===== config.mk =====
export PLATFORM = sky130hd
export DESIGN_NAME = fetch_frontend
export DESIGN_NICKNAME = d
export VERILOG_FILES = /design/src/frontend_pkg.sv /design/src/fetch_frontend.sv /design/src/inst_buffer.sv /design/src/bpu.sv /design/src/btb.sv /design/src/bht.sv /design/src/pc_gen.sv
export SDC_FILE = /design/constraint.sdc
export NUM_CORES = 2
export LEC_CHECK = 0
export ABC_AREA = 1
export BUFFER_PORTS_ARGS = -buffer_cell sky130_fd_sc_hd__buf_2
export CORE_MARGIN = 2
export CORE_UTILIZATION = 30
export DETAILED_ROUTE_END_ITERATION = 10
export PLACE_DENSITY = 0.41
export SLEW_MARGIN = 40
export SYNTH_ARGS = -nofsm -noshare
export SYNTH_HDL_FRONTEND = slang
export SYNTH_SLANG_ARGS = --single-unit

===== constraint.sdc =====
create_clock -name clk -period 27.2 [get_ports clk]
set_input_delay 2.72 -clock clk [delete_from_list [all_inputs] [get_ports clk]]
set_output_delay 2.72 -clock clk [all_outputs]
set_load 0.01 [all_outputs]

===== src/frontend_pkg.sv =====
package frontend_pkg;

    ////////////////////////////////////////////////////////////
    // vector types with a meaning
    ////////////////////////////////////////////////////////////

    // byte address of an instruction word
    typedef logic [31:0] addr_t;

    // raw instruction word
    typedef logic [31:0] inst_t;

    // 2-bit direction counter, msb set means taken
    typedef logic [1:0] ctr_t;

    // major opcode field, inst[31:26]
    typedef logic [5:0] opcode_t;

    ////////////////////////////////////////////////////////////
    // constants shared with the testbench model
    ////////////////////////////////////////////////////////////

    // inclusive range of branch opcodes
    localparam opcode_t BR_OP_LO = 6'h12;
    localparam opcode_t BR_OP_HI = 6'h1b;

    // weakly not taken
    localparam ctr_t CTR_RESET = 2'd1;

endpackage

===== src/fetch_frontend.sv =====
module fetch_frontend #(
    parameter frontend_pkg::addr_t RESET_PC   = 32'h1c00_0000,
    parameter int                  BHT_BITS   = 6,
    parameter int                  BTB_BITS   = 4,
    parameter int                  FIFO_DEPTH = 8
) (
    input  logic                clk,
    input  logic                arst_n,
    // instruction memory
    output frontend_pkg::addr_t fetch_pc,
    input  frontend_pkg::inst_t imem_inst_1,
    input  frontend_pkg::inst_t imem_inst_2,
    input  logic                imem_fault_1,
    input  logic                imem_fault_2,
    // decode
    output logic                out_valid,
    input  logic                out_ready,
    output frontend_pkg::addr_t out_pc,
    output frontend_pkg::inst_t out_inst,
    output logic                out_pred_taken,
    output frontend_pkg::addr_t out_pred_target,
    output logic                out_exception,
    // back end
    input  logic                flush,
    input  frontend_pkg::addr_t flush_pc,
    input  logic                upd_en,
    input  frontend_pkg::addr_t upd_pc,
    input  logic                upd_taken,
    input  frontend_pkg::addr_t upd_target
);

    frontend_pkg::addr_t fetch_pc_2;
    frontend_pkg::ctr_t  ctr_1;
    frontend_pkg::ctr_t  ctr_2;
    logic                hit_1;
    logic                hit_2;
    frontend_pkg::addr_t target_1;
    frontend_pkg::addr_t target_2;
    logic                push_1;
    logic                push_2;
    logic                pred_taken_1;
    logic                pred_taken_2;
    logic                redirect_en;
    frontend_pkg::addr_t redirect_pc;
    logic                stall;

    // second slot address for the predictor read ports
    assign fetch_pc_2 = fetch_pc + 32'd4;

    pc_gen #(.RESET_PC(RESET_PC)) u_pc_gen (
        .clk(clk), .arst_n(arst_n), .redirect_en(redirect_en),
        .redirect_pc(redirect_pc), .stall(stall), .fetch_pc(fetch_pc)
    );

    bht #(.BHT_BITS(BHT_BITS)) u_bht (
        .clk(clk), .arst_n(arst_n), .pc_1(fetch_pc), .pc_2(fetch_pc_2),
        .upd_en(upd_en), .upd_pc(upd_pc), .upd_taken(upd_taken),
        .ctr_1(ctr_1), .ctr_2(ctr_2)
    );

    // only taken branches allocate a target
    btb #(.BTB_BITS(BTB_BITS)) u_btb (
        .clk(clk), .arst_n(arst_n), .pc_1(fetch_pc), .pc_2(fetch_pc_2),
        .wr_en(upd_en && upd_taken), .wr_pc(upd_pc), .wr_target(upd_target),
        .hit_1(hit_1), .hit_2(hit_2), .target_1(target_1), .target_2(target_2)
    );

    bpu u_bpu (
        .fetch_pc(fetch_pc), .inst_1(imem_inst_1), .inst_2(imem_inst_2),
        .ctr_1(ctr_1), .ctr_2(ctr_2), .hit_1(hit_1), .hit_2(hit_2),
        .target_1(target_1), .target_2(target_2), .stall(stall),
        .flush(flush), .flush_pc(flush_pc), .push_1(push_1), .push_2(push_2),
        .pred_taken_1(pred_taken_1), .pred_taken_2(pred_taken_2),
        .redirect_en(redirect_en), .redirect_pc(redirect_pc)
    );

    inst_buffer #(.FIFO_DEPTH(FIFO_DEPTH)) u_inst_buffer (
        .clk(clk), .arst_n(arst_n), .flush(flush),
        .push_1(push_1), .push_2(push_2), .pc_1(fetch_pc),
        .inst_1(imem_inst_1), .fault_1(imem_fault_1),
        .taken_1(pred_taken_1), .target_1(target_1),
        .inst_2(imem_inst_2), .fault_2(imem_fault_2),
        .taken_2(pred_taken_2), .target_2(target_2),
        .out_ready(out_ready), .stall(stall), .out_valid(out_valid),
        .out_pc(out_pc), .out_inst(out_inst), .out_pred_taken(out_pred_taken),
        .out_pred_target(out_pred_target), .out_exception(out_exception)
    );

endmodule


===== src/inst_buffer.sv =====
module inst_buffer #(
    parameter int FIFO_DEPTH = 8
) (
    input  logic                clk,
    input  logic                arst_n,
    input  logic                flush,
    input  logic                push_1,
    input  logic                push_2,
    input  frontend_pkg::addr_t pc_1,
    input  frontend_pkg::inst_t inst_1,
    input  logic                fault_1,
    input  logic                taken_1,
    input  frontend_pkg::addr_t target_1,
    input  frontend_pkg::inst_t inst_2,
    input  logic                fault_2,
    input  logic                taken_2,
    input  frontend_pkg::addr_t target_2,
    input  logic                out_ready,
    output logic                stall,
    output logic                out_valid,
    output frontend_pkg::addr_t out_pc,
    output frontend_pkg::inst_t out_inst,
    output logic                out_pred_taken,
    output frontend_pkg::addr_t out_pred_target,
    output logic                out_exception
);

    localparam int PTR_W = $clog2(FIFO_DEPTH);
    localparam int CNT_W = PTR_W + 1;

    ////////////////////////////////////////////////////////////
    // entry storage
    ////////////////////////////////////////////////////////////

    frontend_pkg::addr_t pc_mem     [FIFO_DEPTH];
    frontend_pkg::inst_t inst_mem   [FIFO_DEPTH];
    logic                fault_mem  [FIFO_DEPTH];
    logic                taken_mem  [FIFO_DEPTH];
    frontend_pkg::addr_t target_mem [FIFO_DEPTH];

    logic [PTR_W-1:0] wr_ptr;
    logic [PTR_W-1:0] rd_ptr;
    logic [CNT_W-1:0] count;

    logic [PTR_W-1:0]    wr_idx_2;
    logic                pop;
    frontend_pkg::addr_t pc_2;

    // slot 2 sits right behind slot 1
    assign pc_2     = pc_1 + 32'd4;
    assign wr_idx_2 = wr_ptr + PTR_W'(push_1);

    // no pop while the buffer is being cleared
    assign pop = out_valid && out_ready && !flush;

    // keeps room for a full two-wide fetch
    assign stall = count > CNT_W'(FIFO_DEPTH - 2);

    always_ff @(posedge clk) begin
        if (push_1) begin
            pc_mem[wr_ptr]     <= pc_1;
            inst_mem[wr_ptr]   <= inst_1;
            fault_mem[wr_ptr]  <= fault_1;
            taken_mem[wr_ptr]  <= taken_1;
            target_mem[wr_ptr] <= target_1;
        end
        if (push_2) begin
            pc_mem[wr_idx_2]     <= pc_2;
            inst_mem[wr_idx_2]   <= inst_2;
            fault_mem[wr_idx_2]  <= fault_2;
            taken_mem[wr_idx_2]  <= taken_2;
            target_mem[wr_idx_2] <= target_2;
        end
    end

    ////////////////////////////////////////////////////////////
    // pointers and count
    ////////////////////////////////////////////////////////////

    always_ff @(posedge clk or negedge arst_n) begin
        if (!arst_n) begin
            wr_ptr <= '0;
            rd_ptr <= '0;
            count  <= '0;
        end else if (flush) begin
            wr_ptr <= '0;
            rd_ptr <= '0;
            count  <= '0;
        end else begin
            wr_ptr <= wr_ptr + PTR_W'(push_1) + PTR_W'(push_2);
            rd_ptr <= rd_ptr + PTR_W'(pop);
            count  <= count + CNT_W'(push_1) + CNT_W'(push_2) - CNT_W'(pop);
        end
    end

    // head entry
    assign out_valid       = count != '0;
    assign out_pc          = pc_mem[rd_ptr];
    assign out_inst        = inst_mem[rd_ptr];
    assign out_pred_taken  = taken_mem[rd_ptr];
    assign out_pred_target = target_mem[rd_ptr];
    assign out_exception   = fault_mem[rd_ptr];

endmodule


===== src/bpu.sv =====
module bpu (
    input  frontend_pkg::addr_t fetch_pc,
    input  frontend_pkg::inst_t inst_1,
    input  frontend_pkg::inst_t inst_2,
    input  frontend_pkg::ctr_t  ctr_1,
    input  frontend_pkg::ctr_t  ctr_2,
    input  logic                hit_1,
    input  logic                hit_2,
    input  frontend_pkg::addr_t target_1,
    input  frontend_pkg::addr_t target_2,
    input  logic                stall,
    input  logic                flush,
    input  frontend_pkg::addr_t flush_pc,
    output logic                push_1,
    output logic                push_2,
    output logic                pred_taken_1,
    output logic                pred_taken_2,
    output logic                redirect_en,
    output frontend_pkg::addr_t redirect_pc
);

    ////////////////////////////////////////////////////////////
    // predecode
    ////////////////////////////////////////////////////////////

    // branch opcodes form one contiguous range
    function automatic logic is_branch(input frontend_pkg::inst_t inst);
        frontend_pkg::opcode_t op;
        op = inst[31:26];
        return (op >= frontend_pkg::BR_OP_LO) && (op <= frontend_pkg::BR_OP_HI);
    endfunction

    logic br_1;
    logic br_2;

    assign br_1 = is_branch(inst_1);
    assign br_2 = is_branch(inst_2);

    // taken needs a branch, a taken counter and a target
    assign pred_taken_1 = br_1 && ctr_1[1] && hit_1;
    assign pred_taken_2 = br_2 && ctr_2[1] && hit_2;

    ////////////////////////////////////////////////////////////
    // slot enables and next pc
    ////////////////////////////////////////////////////////////

    always_comb begin
        push_1      = 1'b0;
        push_2      = 1'b0;
        redirect_en = 1'b0;
        redirect_pc = fetch_pc + 32'd8;

        if (flush) begin
            // back end redirect, drop this fetch
            redirect_en = 1'b1;
            redirect_pc = flush_pc;
        end else if (stall) begin
            // buffer nearly full, hold pc
            redirect_pc = fetch_pc;
        end else if (pred_taken_1) begin
            // slot 2 lies on the wrong path
            push_1      = 1'b1;
            redirect_en = 1'b1;
            redirect_pc = target_1;
        end else if (pred_taken_2) begin
            push_1      = 1'b1;
            push_2      = 1'b1;
            redirect_en = 1'b1;
            redirect_pc = target_2;
        end else begin
            // fall through
            push_1 = 1'b1;
            push_2 = 1'b1;
        end
    end

endmodule


===== src/btb.sv =====
module btb #(
    parameter int BTB_BITS = 4
) (
    input  logic                clk,
    input  logic                arst_n,
    input  frontend_pkg::addr_t pc_1,
    input  frontend_pkg::addr_t pc_2,
    input  logic                wr_en,
    input  frontend_pkg::addr_t wr_pc,
    input  frontend_pkg::addr_t wr_target,
    output logic                hit_1,
    output logic                hit_2,
    output frontend_pkg::addr_t target_1,
    output frontend_pkg::addr_t target_2
);

    localparam int BTB_ENTRIES = 2 ** BTB_BITS;
    localparam int TAG_W       = 32 - BTB_BITS - 2;

    ////////////////////////////////////////////////////////////
    // storage
    ////////////////////////////////////////////////////////////

    logic                valid_tbl  [BTB_ENTRIES];
    logic [TAG_W-1:0]    tag_tbl    [BTB_ENTRIES];
    frontend_pkg::addr_t target_tbl [BTB_ENTRIES];

    logic [BTB_BITS-1:0] idx_1;
    logic [BTB_BITS-1:0] idx_2;
    logic [BTB_BITS-1:0] wr_idx;

    assign idx_1  = pc_1[BTB_BITS+1:2];
    assign idx_2  = pc_2[BTB_BITS+1:2];
    assign wr_idx = wr_pc[BTB_BITS+1:2];

    ////////////////////////////////////////////////////////////
    // lookup
    ////////////////////////////////////////////////////////////

    // hit needs valid entry and full tag match
    assign hit_1    = valid_tbl[idx_1] && (tag_tbl[idx_1] == pc_1[31:BTB_BITS+2]);
    assign hit_2    = valid_tbl[idx_2] && (tag_tbl[idx_2] == pc_2[31:BTB_BITS+2]);
    assign target_1 = target_tbl[idx_1];
    assign target_2 = target_tbl[idx_2];

    always_ff @(posedge clk or negedge arst_n) begin
        if (!arst_n) begin
            for (int i = 0; i < BTB_ENTRIES; i++) begin
                valid_tbl[i] <= 1'b0;
            end
        end else if (wr_en) begin
            valid_tbl[wr_idx] <= 1'b1;
        end
    end

    // tag and target, written together with the valid bit
    always_ff @(posedge clk) begin
        if (wr_en) begin
            tag_tbl[wr_idx]    <= wr_pc[31:BTB_BITS+2];
            target_tbl[wr_idx] <= wr_target;
        end
    end

endmodule


===== src/bht.sv =====
module bht #(
    parameter int BHT_BITS = 6
) (
    input  logic                clk,
    input  logic                arst_n,
    input  frontend_pkg::addr_t pc_1,
    input  frontend_pkg::addr_t pc_2,
    input  logic                upd_en,
    input  frontend_pkg::addr_t upd_pc,
    input  logic                upd_taken,
    output frontend_pkg::ctr_t  ctr_1,
    output frontend_pkg::ctr_t  ctr_2
);

    localparam int BHT_ENTRIES = 2 ** BHT_BITS;

    frontend_pkg::ctr_t ctr_tbl [BHT_ENTRIES];

    logic [BHT_BITS-1:0] idx_1;
    logic [BHT_BITS-1:0] idx_2;
    logic [BHT_BITS-1:0] upd_idx;

    // word index, byte offset dropped
    assign idx_1   = pc_1[BHT_BITS+1:2];
    assign idx_2   = pc_2[BHT_BITS+1:2];
    assign upd_idx = upd_pc[BHT_BITS+1:2];

    // read ports, old contents during an update
    assign ctr_1 = ctr_tbl[idx_1];
    assign ctr_2 = ctr_tbl[idx_2];

    always_ff @(posedge clk or negedge arst_n) begin
        if (!arst_n) begin
            for (int i = 0; i < BHT_ENTRIES; i++) begin
                ctr_tbl[i] <= frontend_pkg::CTR_RESET;
            end
        end else if (upd_en) begin
            // saturate at 3 and at 0
            if (upd_taken && ctr_tbl[upd_idx] != 2'd3) begin
                ctr_tbl[upd_idx] <= ctr_tbl[upd_idx] + 2'd1;
            end else if (!upd_taken && ctr_tbl[upd_idx] != 2'd0) begin
                ctr_tbl[upd_idx] <= ctr_tbl[upd_idx] - 2'd1;
            end
        end
    end

endmodule


===== src/pc_gen.sv =====
module pc_gen #(
    parameter frontend_pkg::addr_t RESET_PC = 32'h1c00_0000
) (
    input  logic                clk,
    input  logic                arst_n,
    input  logic                redirect_en,
    input  frontend_pkg::addr_t redirect_pc,
    input  logic                stall,
    output frontend_pkg::addr_t fetch_pc
);

    frontend_pkg::addr_t pc_q;
    frontend_pkg::addr_t pc_next;

    // redirect wins over stall, bpu already masks
    // predicted redirects while stalled
    always_comb begin
        if (redirect_en) begin
            pc_next = redirect_pc;
        end else if (stall) begin
            pc_next = pc_q;
        end else begin
            // two words per fetch
            pc_next = pc_q + 32'd8;
        end
    end

    always_ff @(posedge clk or negedge arst_n) begin
        if (!arst_n) begin
            pc_q <= RESET_PC;
        end else begin
            pc_q <= pc_next;
        end
    end

    assign fetch_pc = pc_q;

endmodule


**Word-level counts from Yosys, hierarchy flattened**

Memory sizes are Yosys's and may differ from the RTL's.
Cells that the tools add are included.
W data, S select, Z words.

- Bits in registers: 186
- Memory bits (writable): 1712
- Input bits: 168
- Output and inout port bits: 131
- Logic and storage cells: 195
- Memories: 7

- Add/subtract/negate cells: 10
- $lt $le $gt $ge: 13
- Equality and inequality tests: 5
- Muxes and demuxes: 47
- Bitwise logic cells: 7
- Reductions and logical operators: 22

Memories:

| name | words | width | read ports | clocked after Yosys merged registers in | write ports | RTL line | RTL |
|---|---|---|---|---|---|---|---|
| u_btb.target_tbl | 16 | 32 | 2 | 0 | 1 | btb.sv:26 | `frontend_pkg::addr_t target_tbl [BTB_ENTRIES];` |
| u_btb.tag_tbl | 16 | 26 | 2 | 0 | 1 | btb.sv:25 | `logic [TAG_W-1:0] tag_tbl [BTB_ENTRIES];` |
| u_inst_buffer.inst_mem | 8 | 32 | 1 | 0 | 2 | inst_buffer.sv:36 | `frontend_pkg::inst_t inst_mem [FIFO_DEPTH];` |
| u_inst_buffer.pc_mem | 8 | 32 | 1 | 0 | 2 | inst_buffer.sv:35 | `frontend_pkg::addr_t pc_mem [FIFO_DEPTH];` |
| u_inst_buffer.target_mem | 8 | 32 | 1 | 0 | 2 | inst_buffer.sv:39 | `frontend_pkg::addr_t target_mem [FIFO_DEPTH];` |
| u_inst_buffer.fault_mem | 8 | 1 | 1 | 0 | 2 | inst_buffer.sv:37 | `logic fault_mem [FIFO_DEPTH];` |
| 1 more memories | - | - | - | - | - | - |  |

Operators with widths:

| cell | number |
|---|---|
| $bwmux W128 | 2 |
| $mux W128 | 2 |
| $mux W32 | 6 |
| $eq A26 B26 Y1 | 2 |
| $bmux W2 S6 | 3 |
| $add A32 B3 Y32 const B | 1 |
| $add A32 B4 Y32 const B | 1 |
| $ge A7 B7 Y1 const B | 3 |
| $not A6 Y7 | 3 |
| $mux W1 | 20 |
| $or A16 B16 Y16 | 1 |
| $ge A5 B5 Y1 const B | 3 |
| $logic_and A1 B1 Y1 | 15 |
| $not A4 Y5 | 3 |
| $mux W2 | 7 |
| $demux W2 S6 | 1 |
| $ge A6 B5 Y1 const B | 2 |
| $le A6 B5 Y1 const B | 2 |
| $add A3 B1 Y3 | 3 |
| $add A4 B1 Y4 | 2 |
| $bmux W1 S4 | 2 |
| $lt A7 B1 Y1 const B | 1 |
| $mux W3 | 2 |
| $ne A2 B2 Y1 const B | 3 |
| other kinds (11) | 14 |

**Logic depth before layout (Yosys ltp)**

- Depth after elaboration: 13
- Mapped depth: 27
- Mapped depth without buffers: 23

**Cells and area by module**

Synthesis repeated with hierarchy kept, for this count alone.

- Cells, all modules: 12075
- Area total of the unflattened synthesis: 104440.2 µm²

Modules (own cells, without submodules):

| module | instances | cells each | area an instance (µm²) | seq. area each (µm²) |
|---|---|---|---|---|
| btb | 1 | 5183 | 47840.9 | 28267.1 |
| inst_buffer | 1 | 4254 | 41584.9 | 23792.8 |
| bht | 1 | 1574 | 9359.0 | 3283.1 |
| bpu | 1 | 554 | 2492.4 | 0.0 |
| pc_gen | 1 | 336 | 2257.2 | 804.5 |
| fetch_frontend | 1 | 174 | 905.9 | 0.0 |

**Worst setup path after synthesis**

No wires, ideal clock.

- Path type: input to register
- From: input port flush
- To: memory u_inst_buffer.fault_mem[0] (enable)
- Library setup time: 0.690 ns
- Data arrival time: 9.968 ns
- Data required time: 26.510 ns
- Setup slack: 16.542 ns
- Stages on the path: 3
- Buffers on the path: 0
- Cell sequence: nor2_1 > nand3_1 > o21ai_0

RTL lines:

| what | RTL line | RTL |
|---|---|---|
| start: declaration | fetch_frontend.sv:24 | `input logic flush,` |
| end: declaration | inst_buffer.sv:37 |  |

==> metrics.csv <==
metric,value,unit
status,"complete, no violations",
final_hold_viol_count,0,
cts_root_buf,clkbuf_16,
async_flop_share,0.09800,
hold_ws,479.5,ps
fmaxAchievable,0.1162,GHz
drtIter0Drc,7655,
fin_cells,15530,
p_leak,41.05,nW
drt-vias-per-instance,5.259,
cts_sinks,1898,
worst_slack,18600,ps
relSlewSlack,0.3898,
nNetsFinal,11180,
cp_max_fo,116,
syn_avg_cell_area,8.798,sq um
ys.flop_type,edfxtp_1,
yosysSeqAreaShare,0.5743,
hp-class,register to register,
pwr-share-clk,0.235,
grt_pass1_wl,557800,microns
cts.hold.buffers_added,0,
ant_nets,0,
dp.cells,15090,
drt_first_pass_iters,6,
grt_pass1_vias,77760,
netlist_area,0.09777,sq mm
ir_drop,0.1121,mV
fp.dieW,574.9,microns
synthToLayoutAreaGrowth,13.11,%
cp.required,27710,ps
fin_worst_skew,92.58,ps
p_total,12.72,mW
final_cell_mix,"2429 x nand2_1, 2025 x o21ai_0, 1712 x edfxtp_1",
reg2reg_depth,24,
tightest_slew,915.2,ps
start_util,0.3015,
ys_seq_elements,1898,
drive_above_1_share,0.08964,
seq_power_share,0.311,
drv_cap,0,
finalCritPeriodShare,0.3163,
rows,209,
switching_share,0.4575,
avgRoutedWirePerCell,25.40,microns
wl,394300,microns
postCtsSetupRepairBufs,0,
arrival,9110,ps
powerDensity,115.0,mW/mm^2
die_y,574.9,microns
drv_slew,0,
ys_warn_count,0,
crit_path_end_kind,register,
cp-start-kind,register,
grt_setup_unrepaired,false,
cts_tree,yes,
antenna_found_initial,49,
yosys-top-cells-area,"edfxtp_1 53%, o21ai_0 10%, nand2_1 9.3%, nor2_1 4.6%, nand3_1 4.1%",
netlist_instances,11110,
setup_tns,0,ps
synth_cell_type_count,53,
clk_latency,940,ps
critPathCapture,u_inst_buffer.pc_mem[1][22],
r2r-end,u_inst_buffer.pc_mem[1][22],
syn_nets,11300,
rrSetupSlack,18600,ps
die-area,0.3305,sq mm
port_buffers,296,
final_common_cell,nand2_1,
synth_top_area_cell,edfxtp_1,
clk_pin_slew_worst_paths,60,ps
period_needed,8603,ps
r2r_start,u_pc_gen.fetch_pc[2],
gp_congestion,0.9233,
yosys.area.top_type_share,0.5258,
cts.path.max_buffers,4,
internal_power,6.901,mW
critPathKind,register to register,
detailed_place_hpwl,234600,microns
fp.coreArea,0.3243,sq mm
gr-total-overflow,0,
grt_max_degree,228,
drc_errors,0,
cts_resized,0,
setup_viol,0,
numCtsBuffers,227,
grtUsageTotal,0.2306,
post-place-ws,18470,ps
switching_power,5.819,mW
vias,81650,
cts_max_level,4,
synth_edf_count,1712,
cp-startpoint,u_pc_gen.fetch_pc[2],
ioPinCount,299,
combinationalPowerShare,0.455,
## how the worst min path moves through the flow
stage,slack (ps),startpoint,end,cells past startpoint
global placement,460,u_btb.valid_tbl[15],u_btb.valid_tbl[15],2
global route,500,u_btb.valid_tbl[15],u_btb.valid_tbl[15],2
CTS,480,u_btb.valid_tbl[13],u_btb.valid_tbl[13],2
finish,480,u_btb.valid_tbl[13],u_btb.valid_tbl[13],2
detailed placement,470,u_btb.valid_tbl[13],u_btb.valid_tbl[13],2
floorplan,450,u_btb.valid_tbl[10],u_btb.valid_tbl[10],2
## flip-flops by register name, indices dropped and copies added (netlist names), named ones only
| name | cells |
|---|---|
| u_btb.target_tbl | 512 |
| u_inst_buffer.taken_mem | 8 |
| u_btb.valid_tbl | 16 |
| u_btb.tag_tbl | 416 |
| u_inst_buffer.pc_mem | 256 |
| u_pc_gen.fetch_pc | 32 |
| u_inst_buffer.wr_ptr | 3 |
| u_inst_buffer.rd_ptr | 3 |
| u_inst_buffer.inst_mem | 256 |
| u_inst_buffer.count | 4 |
| u_inst_buffer.target_mem | 256 |
| u_inst_buffer.fault_mem | 8 |
| u_bht.ctr_tbl | 64 |
## per-stage QoR
step	cell area, sq um	utilization
2_1_floorplan	97770	-
3_3_place_gp	102700	0.3168
3_5_place_dp	103300	0.3184
4_1_cts	110400	0.3404
5_1_grt	110600	0.3409
6_report	110600	0.3410
## worst max-delay path: stages, from the launching register on
cell,delay (ps)
dfrtp_4,690
buf_6,570
buf_6,580
buf_6,690
nand2_1,90
o21ai_0,100
nand2_1,70
nand3_1,100
nand3_1,270
nand2_1,150
nand2_1,130
nand2_1,120
inv_1,40
nand2_1,50
nor2_1,40
nand2_1,140
nor2_4,40
buf_4,210
a21oi_2,400
nand2_2,240
nor2_4,630
clkinv_2,730
o21ai_4,460
buf_4,660
buf_6,670
## synthesized netlist by cell type, drive strengths merged, types with 98 or more instances
library cell	instances
a31oi	98
o211ai	189
edfxtp	1712
nand3	804
buf	364
a21oi	458
nand2	2441
o21ai	2093
clkbuf	479
o22ai	115
inv	732
nor2	1216
dfrtp	119
## cell families after synthesis
family	Yosys count	share of synthesized area
xor gates and xnor gates	40	0.003852
and+or+nand+nor	4532	0.1870
adders and majority gates	17	0.002329
DFF	1898	0.5743
AOI/OAI and AO/OA	3035	0.1656
buffers and inverters	1590	0.06693
## routing by layer
layer	global-route usage	vias up	share of wire
met5	0	-	0.00029
met4	0.1060	18	0.047
met3	0.03286	711	0.063
met2	0.3724	3010	0.46
met1	0.3058	39870	0.43
li1	-	38050	-
## power by group through the flow
stage                     Clock [mW]  Combinational (mW)  Sequential, mW
after floorplan                    0                3.37            3.99
after global placement             0                5.65            4.00
after detailed placement           0                5.74            4.01
after CTS                       3.06                5.76            3.95
after global routing            3.15                6.33            3.98
final                           2.99                5.78            3.95
## cell type report
cell class / instances / area [sq um]
tap: 4325 / 5411
antenna: 22 / 55.05
clock inverter: 123 / 1037
clock buffer: 291 / 6087
sequential: 1898 / 56170
fill: 33180 / 213700
multi-input combinational: 7624 / 35470
inverter: 747 / 2880
timing repair buffer: 495 / 3471
Power figures use the tool's default switching activity.
